File: src/rtl/bp_pkg.sv
package bp_pkg;

  //////////////////////////////////////////////////////////////////////
  // Predictor geometry
  //////////////////////////////////////////////////////////////////////

  // Table index width and entry count
  localparam int BP_INDEX_BITS = 6;
  localparam int BP_ENTRIES    = 2 ** BP_INDEX_BITS;

  // Global history length, folded into the low index bits
  localparam int BP_GLOBAL_BITS = 2;

  // Next PC presented after reset
  localparam logic [31:0] PC_INIT = 32'h0000_0200;

  // Two-bit saturating counter, top bit is the prediction
  typedef enum logic [1:0] {
    CNT_STRONG_NT = 2'd0,
    CNT_WEAK_NT   = 2'd1,
    CNT_WEAK_T    = 2'd2,
    CNT_STRONG_T  = 2'd3
  } bp_cnt_t;

endpackage

File: src/rtl/riscv_isa_pkg.sv
package riscv_isa_pkg;

  //////////////////////////////////////////////////////////////////////
  // Machine width
  //////////////////////////////////////////////////////////////////////

  // Data and address width, one word
  localparam int XLEN = 32;

  //////////////////////////////////////////////////////////////////////
  // Major opcodes
  //////////////////////////////////////////////////////////////////////

  localparam logic [6:0] OPC_JAL     = 7'b110_1111;
  localparam logic [6:0] OPC_JALR    = 7'b110_0111;
  localparam logic [6:0] OPC_BRANCH  = 7'b110_0011;
  localparam logic [6:0] OPC_MISCMEM = 7'b000_1111;

  //////////////////////////////////////////////////////////////////////
  // Conditional branch funct3 codes
  //////////////////////////////////////////////////////////////////////

  localparam logic [2:0] F3_BEQ  = 3'b000;
  localparam logic [2:0] F3_BNE  = 3'b001;
  localparam logic [2:0] F3_BLT  = 3'b100;
  localparam logic [2:0] F3_BGE  = 3'b101;
  localparam logic [2:0] F3_BLTU = 3'b110;
  localparam logic [2:0] F3_BGEU = 3'b111;

  // Full FENCE.I word, funct3 001 with all other fields zero
  localparam logic [31:0] FENCE_I_INSN = 32'h0000_100f;

  //////////////////////////////////////////////////////////////////////
  // Resolved branch operations
  //////////////////////////////////////////////////////////////////////

  // BR_NONE covers every instruction that does not redirect the PC
  typedef enum logic [3:0] {
    BR_NONE,
    BR_JAL,
    BR_JALR,
    BR_BEQ,
    BR_BNE,
    BR_BLT,
    BR_BGE,
    BR_BLTU,
    BR_BGEU,
    BR_FENCE_I
  } branch_op_t;

endpackage
File: src/rtl/bu_top.sv
module bu_top
  import riscv_isa_pkg::*;
(
  input  logic            clk_i,
  input  logic            rst_ni,

  input  logic            id_valid_i,
  input  logic [XLEN-1:0] id_pc_i,
  input  logic [31:0]     id_insn_i,
  input  logic [XLEN-1:0] opa_i,
  input  logic [XLEN-1:0] opb_i,

  output logic            res_valid_o,
  output logic [XLEN-1:0] res_nxt_pc_o,
  output logic            res_taken_o,
  output logic            res_predict_o,
  output logic            res_flush_o,
  output logic            res_misaligned_o,
  output logic            res_ic_invalidate_o,
  output logic            res_dc_clean_o
);

  branch_op_t      op;
  logic [XLEN-1:0] imm;
  logic            predict;
  logic            bp_update;
  logic            bp_taken;

  bu_decode u_decode (
    .id_insn_i (id_insn_i),
    .op_o      (op),
    .imm_o     (imm)
  );

  bu_resolve u_resolve (
    .clk_i               (clk_i),
    .rst_ni              (rst_ni),
    .id_valid_i          (id_valid_i),
    .id_pc_i             (id_pc_i),
    .opa_i               (opa_i),
    .opb_i               (opb_i),
    .op_i                (op),
    .imm_i               (imm),
    .predict_i           (predict),
    .bp_update_o         (bp_update),
    .bp_taken_o          (bp_taken),
    .res_valid_o         (res_valid_o),
    .res_nxt_pc_o        (res_nxt_pc_o),
    .res_taken_o         (res_taken_o),
    .res_predict_o       (res_predict_o),
    .res_flush_o         (res_flush_o),
    .res_misaligned_o    (res_misaligned_o),
    .res_ic_invalidate_o (res_ic_invalidate_o),
    .res_dc_clean_o      (res_dc_clean_o)
  );

  // Lookup and training both key on the strobe PC
  bp_gshare u_gshare (
    .clk_i     (clk_i),
    .rst_ni    (rst_ni),
    .pc_i      (id_pc_i),
    .predict_o (predict),
    .update_i  (bp_update),
    .taken_i   (bp_taken)
  );

endmodule

File: src/rtl/bp_gshare.sv
module bp_gshare
  import bp_pkg::*;
(
  input  logic        clk_i,
  input  logic        rst_ni,
  input  logic [31:0] pc_i,
  output logic        predict_o,
  input  logic        update_i,
  input  logic        taken_i
);

  logic [BP_GLOBAL_BITS-1:0] hist_q;
  logic [BP_INDEX_BITS-1:0]  idx;
  bp_cnt_t                   cnt_q [BP_ENTRIES];
  bp_cnt_t                   cnt_rd;
  bp_cnt_t                   cnt_nxt;

  //////////////////////////////////////////////////////////////////////
  // Lookup
  //////////////////////////////////////////////////////////////////////

  // Word index with the history folded into its low bits
  assign idx = pc_i[BP_INDEX_BITS+1:2] ^
               {{(BP_INDEX_BITS-BP_GLOBAL_BITS){1'b0}}, hist_q};

  assign cnt_rd    = cnt_q[idx];
  assign predict_o = (cnt_rd == CNT_WEAK_T) || (cnt_rd == CNT_STRONG_T);

  //////////////////////////////////////////////////////////////////////
  // Training
  //////////////////////////////////////////////////////////////////////

  // One saturating step toward the outcome
  always_comb begin
    case (cnt_rd)
      CNT_STRONG_NT: cnt_nxt = taken_i ? CNT_WEAK_NT  : CNT_STRONG_NT;
      CNT_WEAK_NT:   cnt_nxt = taken_i ? CNT_WEAK_T   : CNT_STRONG_NT;
      CNT_WEAK_T:    cnt_nxt = taken_i ? CNT_STRONG_T : CNT_WEAK_NT;
      CNT_STRONG_T:  cnt_nxt = taken_i ? CNT_STRONG_T : CNT_WEAK_T;
      default:       cnt_nxt = CNT_WEAK_NT;
    endcase
  end

  // Same index as the lookup, so the entry that predicted is trained
  always_ff @(posedge clk_i or negedge rst_ni) begin
    if (!rst_ni) begin
      for (int i = 0; i < BP_ENTRIES; i++) begin
        cnt_q[i] <= CNT_WEAK_NT;
      end
    end else if (update_i) begin
      cnt_q[idx] <= cnt_nxt;
    end
  end

  // Global history, newest outcome in bit 0
  always_ff @(posedge clk_i or negedge rst_ni) begin
    if (!rst_ni) begin
      hist_q <= '0;
    end else if (update_i) begin
      hist_q <= {hist_q[BP_GLOBAL_BITS-2:0], taken_i};
    end
  end

endmodule

File: src/rtl/bu_resolve.sv
module bu_resolve
  import riscv_isa_pkg::*;
  import bp_pkg::*;
(
  input  logic            clk_i,
  input  logic            rst_ni,

  // Strobe from the decode stage
  input  logic            id_valid_i,
  input  logic [XLEN-1:0] id_pc_i,
  input  logic [XLEN-1:0] opa_i,
  input  logic [XLEN-1:0] opb_i,
  input  branch_op_t      op_i,
  input  logic [XLEN-1:0] imm_i,

  // Predictor lookup and training
  input  logic            predict_i,
  output logic            bp_update_o,
  output logic            bp_taken_o,

  // Registered result
  output logic            res_valid_o,
  output logic [XLEN-1:0] res_nxt_pc_o,
  output logic            res_taken_o,
  output logic            res_predict_o,
  output logic            res_flush_o,
  output logic            res_misaligned_o,
  output logic            res_ic_invalidate_o,
  output logic            res_dc_clean_o
);

  logic            is_cbr;
  logic            is_jump;
  logic            is_fence_i;
  logic            taken;
  logic            flush;
  logic            misaligned;
  logic [XLEN-1:0] pc_seq;
  logic [XLEN-1:0] pc_rel;
  logic [XLEN-1:0] jalr_sum;
  logic [XLEN-1:0] nxt_pc;

  //////////////////////////////////////////////////////////////////////
  // Branch condition
  //////////////////////////////////////////////////////////////////////

  always_comb begin
    is_cbr = 1'b1;
    case (op_i)
      BR_BEQ:  taken = (opa_i == opb_i);
      BR_BNE:  taken = (opa_i != opb_i);
      BR_BLT:  taken = ($signed(opa_i) < $signed(opb_i));
      BR_BGE:  taken = ($signed(opa_i) >= $signed(opb_i));
      BR_BLTU: taken = (opa_i < opb_i);
      BR_BGEU: taken = (opa_i >= opb_i);
      default: begin
        is_cbr = 1'b0;
        // Unconditional jumps always redirect
        taken  = (op_i == BR_JAL) || (op_i == BR_JALR);
      end
    endcase
  end

  assign is_jump    = (op_i == BR_JAL) || (op_i == BR_JALR);
  assign is_fence_i = (op_i == BR_FENCE_I);

  //////////////////////////////////////////////////////////////////////
  // Next PC, flush and alignment
  //////////////////////////////////////////////////////////////////////

  // No RVC, every instruction is one word
  assign pc_seq   = id_pc_i + XLEN'(4);
  assign pc_rel   = id_pc_i + imm_i;
  assign jalr_sum = opa_i + opb_i;

  always_comb begin
    case (op_i)
      BR_JAL:  nxt_pc = pc_rel;
      BR_JALR: nxt_pc = {jalr_sum[XLEN-1:1], 1'b0};
      default: nxt_pc = (is_cbr && taken) ? pc_rel : pc_seq;
    endcase
  end

  // Flush when the front end followed the wrong path
  always_comb begin
    case (op_i)
      BR_JAL:              flush = ~predict_i;
      BR_JALR, BR_FENCE_I: flush = 1'b1;
      default:             flush = is_cbr & (taken ^ predict_i);
    endcase
  end

  assign misaligned = (is_cbr || is_jump) && (|nxt_pc[1:0]);

  // Train only on conditional branches of a real strobe
  assign bp_update_o = id_valid_i & is_cbr;
  assign bp_taken_o  = taken;

  //////////////////////////////////////////////////////////////////////
  // Result register
  //////////////////////////////////////////////////////////////////////

  always_ff @(posedge clk_i or negedge rst_ni) begin
    if (!rst_ni) begin
      res_valid_o         <= 1'b0;
      res_nxt_pc_o        <= PC_INIT;
      res_taken_o         <= 1'b0;
      res_predict_o       <= 1'b0;
      res_flush_o         <= 1'b0;
      res_misaligned_o    <= 1'b0;
      res_ic_invalidate_o <= 1'b0;
      res_dc_clean_o      <= 1'b0;
    end else begin
      res_valid_o <= id_valid_i;
      // Fields hold between strobes
      if (id_valid_i) begin
        res_nxt_pc_o        <= nxt_pc;
        res_taken_o         <= taken;
        res_predict_o       <= predict_i;
        res_flush_o         <= flush;
        res_misaligned_o    <= misaligned;
        res_ic_invalidate_o <= is_fence_i;
        res_dc_clean_o      <= is_fence_i;
      end
    end
  end

endmodule

File: src/rtl/bu_decode.sv
module bu_decode
  import riscv_isa_pkg::*;
(
  input  logic [31:0]     id_insn_i,
  output branch_op_t      op_o,
  output logic [XLEN-1:0] imm_o
);

  logic [6:0]      opcode;
  logic [2:0]      funct3;
  logic [XLEN-1:0] imm_j;
  logic [XLEN-1:0] imm_b;

  assign opcode = id_insn_i[6:0];
  assign funct3 = id_insn_i[14:12];

  //////////////////////////////////////////////////////////////////////
  // Immediates
  //////////////////////////////////////////////////////////////////////

  // J-type, imm[20|10:1|11|19:12]
  assign imm_j = {{(XLEN-20){id_insn_i[31]}},
                  id_insn_i[19:12],
                  id_insn_i[20],
                  id_insn_i[30:21],
                  1'b0};

  // B-type, imm[12|10:5] and imm[4:1|11]
  assign imm_b = {{(XLEN-12){id_insn_i[31]}},
                  id_insn_i[7],
                  id_insn_i[30:25],
                  id_insn_i[11:8],
                  1'b0};

  //////////////////////////////////////////////////////////////////////
  // Operation classification
  //////////////////////////////////////////////////////////////////////

  always_comb begin
    op_o = BR_NONE;
    case (opcode)
      OPC_JAL:  op_o = BR_JAL;
      OPC_JALR: op_o = BR_JALR;
      OPC_BRANCH: begin
        case (funct3)
          F3_BEQ:  op_o = BR_BEQ;
          F3_BNE:  op_o = BR_BNE;
          F3_BLT:  op_o = BR_BLT;
          F3_BGE:  op_o = BR_BGE;
          F3_BLTU: op_o = BR_BLTU;
          F3_BGEU: op_o = BR_BGEU;
          // Reserved encodings 010 and 011
          default: op_o = BR_NONE;
        endcase
      end
      OPC_MISCMEM: begin
        // Only the exact FENCE.I word, plain FENCE is not a branch
        if (id_insn_i == FENCE_I_INSN) begin
          op_o = BR_FENCE_I;
        end
      end
      default: op_o = BR_NONE;
    endcase
  end

  // Immediate follows the decoded operation, zero when unused
  always_comb begin
    case (op_o)
      BR_JAL: imm_o = imm_j;
      BR_BEQ, BR_BNE, BR_BLT, BR_BGE, BR_BLTU, BR_BGEU: begin
        imm_o = imm_b;
      end
      default: imm_o = '0;
    endcase
  end

endmodule

File: config.mk
export PLATFORM = sky130hd
export DESIGN_NAME = bu_top
export DESIGN_NICKNAME = d
export VERILOG_FILES = /design/src/rtl/bp_pkg.sv /design/src/rtl/riscv_isa_pkg.sv /design/src/rtl/bu_top.sv /design/src/rtl/bp_gshare.sv /design/src/rtl/bu_resolve.sv /design/src/rtl/bu_decode.sv
export SDC_FILE = /design/constraint.sdc
export NUM_CORES = 1
export LEC_CHECK = 0
export ABC_AREA = 1
export BUFFER_PORTS_ARGS = -buffer_cell sky130_fd_sc_hd__buf_2
export CAP_MARGIN = 20
export CORE_MARGIN = 2
export CORE_UTILIZATION = 30
export CTS_BUF_LIST = sky130_fd_sc_hd__clkbuf_8
export DETAILED_ROUTE_END_ITERATION = 16
export MAX_ROUTING_LAYER = met4
export PLACE_DENSITY = 0.47
export SYNTH_ARGS = -nofsm -noshare
export SYNTH_HDL_FRONTEND = slang
export SYNTH_SLANG_ARGS = --single-unit
File: constraint.sdc
create_clock -name clk_i -period 2.2 [get_ports clk_i]
set_input_delay 0.11 -clock clk_i [delete_from_list [all_inputs] [get_ports clk_i]]
set_output_delay 0.11 -clock clk_i [all_outputs]
set_load 0.1 [all_outputs]
==> summary.txt <==
Status
  – Status: finished, violations left
  – Failing checks: negative setup slack

Synthesis
  – Cell taking the most area after synthesis: dfrtp_1
  – Main flop type after synthesis: dfrtp_1
  – Top post-synthesis cells by area: dfrtp_1, nand2_1, dfstp_2
  – Number of synthesized flops with an enable pin: 0
  – Synth Register Bits: between 150 and 200
  – Syn Area/Cell: 6.78 um2
  – Post-synth top area share: roughly 18%
  – Mapped Area: 14600 um2
  – Syn_nets: 2384
  – Count of cell types in the netlist: 57
  – Async SR Flop Fraction: 100%
  – Most numerous cell in the Yosys netlist: nand2_1
  – Sequential fraction of the synthesis area: 29.3%
  – Post-synth top cells: nand2_1, inv_1, nor2_1
  – Syn. warnings: 0
  – Post-Syn Instances: 2157

STA
  – Clk_skew: 0.0252 ns
  – Minimum clock period: 2.65 ns
  – Setup TNS: -50.67 ns
  – Worst slew pin tran: between 0.6 and 0.7 ns
  – RSZ-0062 raised after global routing: true
  – Setup WS post-layout: -0.446 ns
  – Setup-failing EPs final: 150
  – Final Max Slew Viols: 0
  – Period Utilization, post-route: 120%
  – Relative slew slack: a little under 60%
  – Final Hold Viols: 0
  – WHS: 0.104 ns
  – FMAX: roughly 380 MHz

Floorplan
  – Die Height: 225 um
  – Io pins: 170
  – Core area: 47900 um2
  – Die width: 225 um
  – Die area: 50600 um2
  – Row count: 80
  – Initial Util: 30.5%

Clocking
  – Clock tree buffer depth: 2
  – Clock slew at reported path FFs: 0.10 ns
  – Root Buffer: clkbuf_8
  – TritonCTS clock tree: done
  – Clk sinks: between 150 and 200
  – Total CTS buffers: 17
  – Worst-skew pair later-pin latency: 0.51 ns
  – # H-tree levels: 4

Cells and area
  – Register Area: 4290 um2
  – Area grow syn2layout: 54.0%
  – Layout Cells excl Fill: about 3500
  – Layout cells sized above 1: 41.0%
  – Fin nets: 3066
  – Final Util: 47.0%
  – Cell area after layout: roughly 23000 um2
  – Multi-input gate area in the final layout: 10400 um2
  – Fill count: approximately 4900

Global routing
  – Initial antenna violation count: 2
  – Vias in the first global route: 16500
  – First-pass GRT wire length: 91900 um
  – Tot GR Track Use: 24.5%
  – Largest net degree at the start of global routing: 51
  – Overflow after GRT: 0

Drt
  – Post-route DRC: 0
  – Vias per cell: 4.81
  – DRT Pass-1 Iters: 5
  – 1st-iter DRT viols: 920
  – Routed vias: 16700
  – WL final: 61300 um
  – Routed WL per cell: 17.7 um
  – ANT nets after route: 0

Place
  – Dpl cells: 3372
  – Dpl ws: -0.941 ns
  – DP Wirelength: 48200 um
  – PortBufs: 169
  – Placer Congestion: 0.970
  – Post-DP Area: 20000 um2

Worst setup path
  – Reg2Reg Setup Slack: -0.45 ns
  – Critical path's most frequent cell: buf_4
  – R2R depth: 18
  – Worst EP arrival: 3.08 ns
  – Critical path endpoint category: flop
  – Critical path type: reg -> reg
  – R2R Path End: u_gshare.cnt_q[63]
  – Critical Path RT: 2.63 ns
  – Crit path largest cell delay: 0.39 ns
  – Critical Path, Cell by Cell: inv_2 -> nand2_2 -> nand2_8 -> buf_4 -> nand3_4 -> buf_12 -> o22ai_1 -> nor2_1 -> nand2_1 -> nand2_1 -> nand4_1 -> nor2_4 -> inv_2 -> nand2_4 -> nand2_8 -> buf_4 -> buf_4 -> o21ai_2
  – CP max-delay cell: dfrtp_1
  – Reg-to-Reg Start: u_gshare.hist_q[1]
  – Crit start category: flop
  – CP Max Fanout: 6

Pwr
  – Worst vdd ir: 0.000653 V
  – Pwr dens: 417 nW/um2
  – LEAKAGE: roughly 11 nW
  – Total design power: 9.39 mW

Min path
  – HP Class: in -> async

Flow run
  – Max Cap Viol: 0
-- cells by family after synthesis --
group                    count (synthesis)  synth area share [%]
XOR/XNOR                                52                  3.11
flip-flops                             168                  29.3
AO/OA/AOI/OAI                          387                  16.8
adder cells (fa/ha/maj)                 96                  8.31
multiplexers                             1                0.0684
buffers and inverters                  359                  10.2
AND/OR/NAND/NOR                       1094                  32.2
-- area by class of cell --
class | instances | share of cell area (%)
multi-input cells | 1631 | 46.2
repair buffers | 707 | 24.2
flip-flops and latches | 168 | 19.0
inverters | 314 | 5.49
well taps | 615 | 3.41
clock buffers | 19 | 1.16
clock inverters | 12 | 0.522
diodes | 1 | 0.0111
-- worst max path at each step --
stage / startpoint / end / slack [ns]
floorplan: id_insn_i[4] / u_resolve.res_nxt_pc_o[29] / -0.41
global placement: id_insn_i[4] / u_resolve.res_nxt_pc_o[25] / -0.94
detailed placement: id_insn_i[3] / u_resolve.res_nxt_pc_o[25] / -0.94
CTS: u_gshare.hist_q[1] / u_gshare.cnt_q[123] / -0.45
global route: u_gshare.hist_q[0] / u_gshare.cnt_q[63] / -0.59
finish: u_gshare.hist_q[1] / u_gshare.cnt_q[63] / -0.45
-- critical path, delay by kind of cell, from the launching register on --
kind	cells	cell delay, ns
buf+inv	6	0.74
simple gates	10	1.24
compound gates	2	0.21
flops	1	0.39
-- per-layer routing --
| layer | share of wire (%) | global-route usage (%) | vias up |
|---|---|---|---|
| li1 | - | - | 8363 |
| met5 | 0 | - | - |
| met4 | 2.9 | 7.82 | 0 |
| met1 | 42 | 28.9 | 7879 |
| met2 | 51 | 42.9 | 358 |
| met3 | 4.6 | 3.57 | 87 |
-- state kept, by name (all words and copies together) (netlist names) --
signal,count
u_resolve.res_nxt_pc_o,32
u_gshare.hist_q,2
u_resolve.res_valid_o,1
u_resolve.res_misaligned_o,1
u_resolve.res_ic_invalidate_o,1
u_resolve.res_predict_o,1
u_gshare.cnt_q,128
u_resolve.res_taken_o,1
u_resolve.res_flush_o,1
-- placed cells by master, fill, tap and decap left out, types with 41 or more instances in the layout --
cell type and count:
nor2_1 234, buf_2 164, dfstp_2 65, o21ai_2 75
nand2_1 566, ha_1 69, o21ai_0 41, inv_1 270
o22ai_1 58, buf_4 482, nand3_1 75, dfrtp_1 103
nand2_2 45, a21oi_1 72
-- timing repair --
item	4_1_cts	5_1_grt
pin swaps	89	128
setup endpoints to repair	154	161
gates resized for setup	164	169
gates cloned	2	5
hold buffers	2	0
hold endpoints to repair	49	0
buffers inserted	36	30
-- report_power, final --
part | total (mW) | switching, mW | internal (mW)
sequential | 3.24 | 0.0683 | 3.17
clock | 2.30 | 1.34 | 0.967
combinational | 3.85 | 2.32 | 1.53
total | 9.39 | 3.73 | 5.66
(Power assumes the default switching activity.)
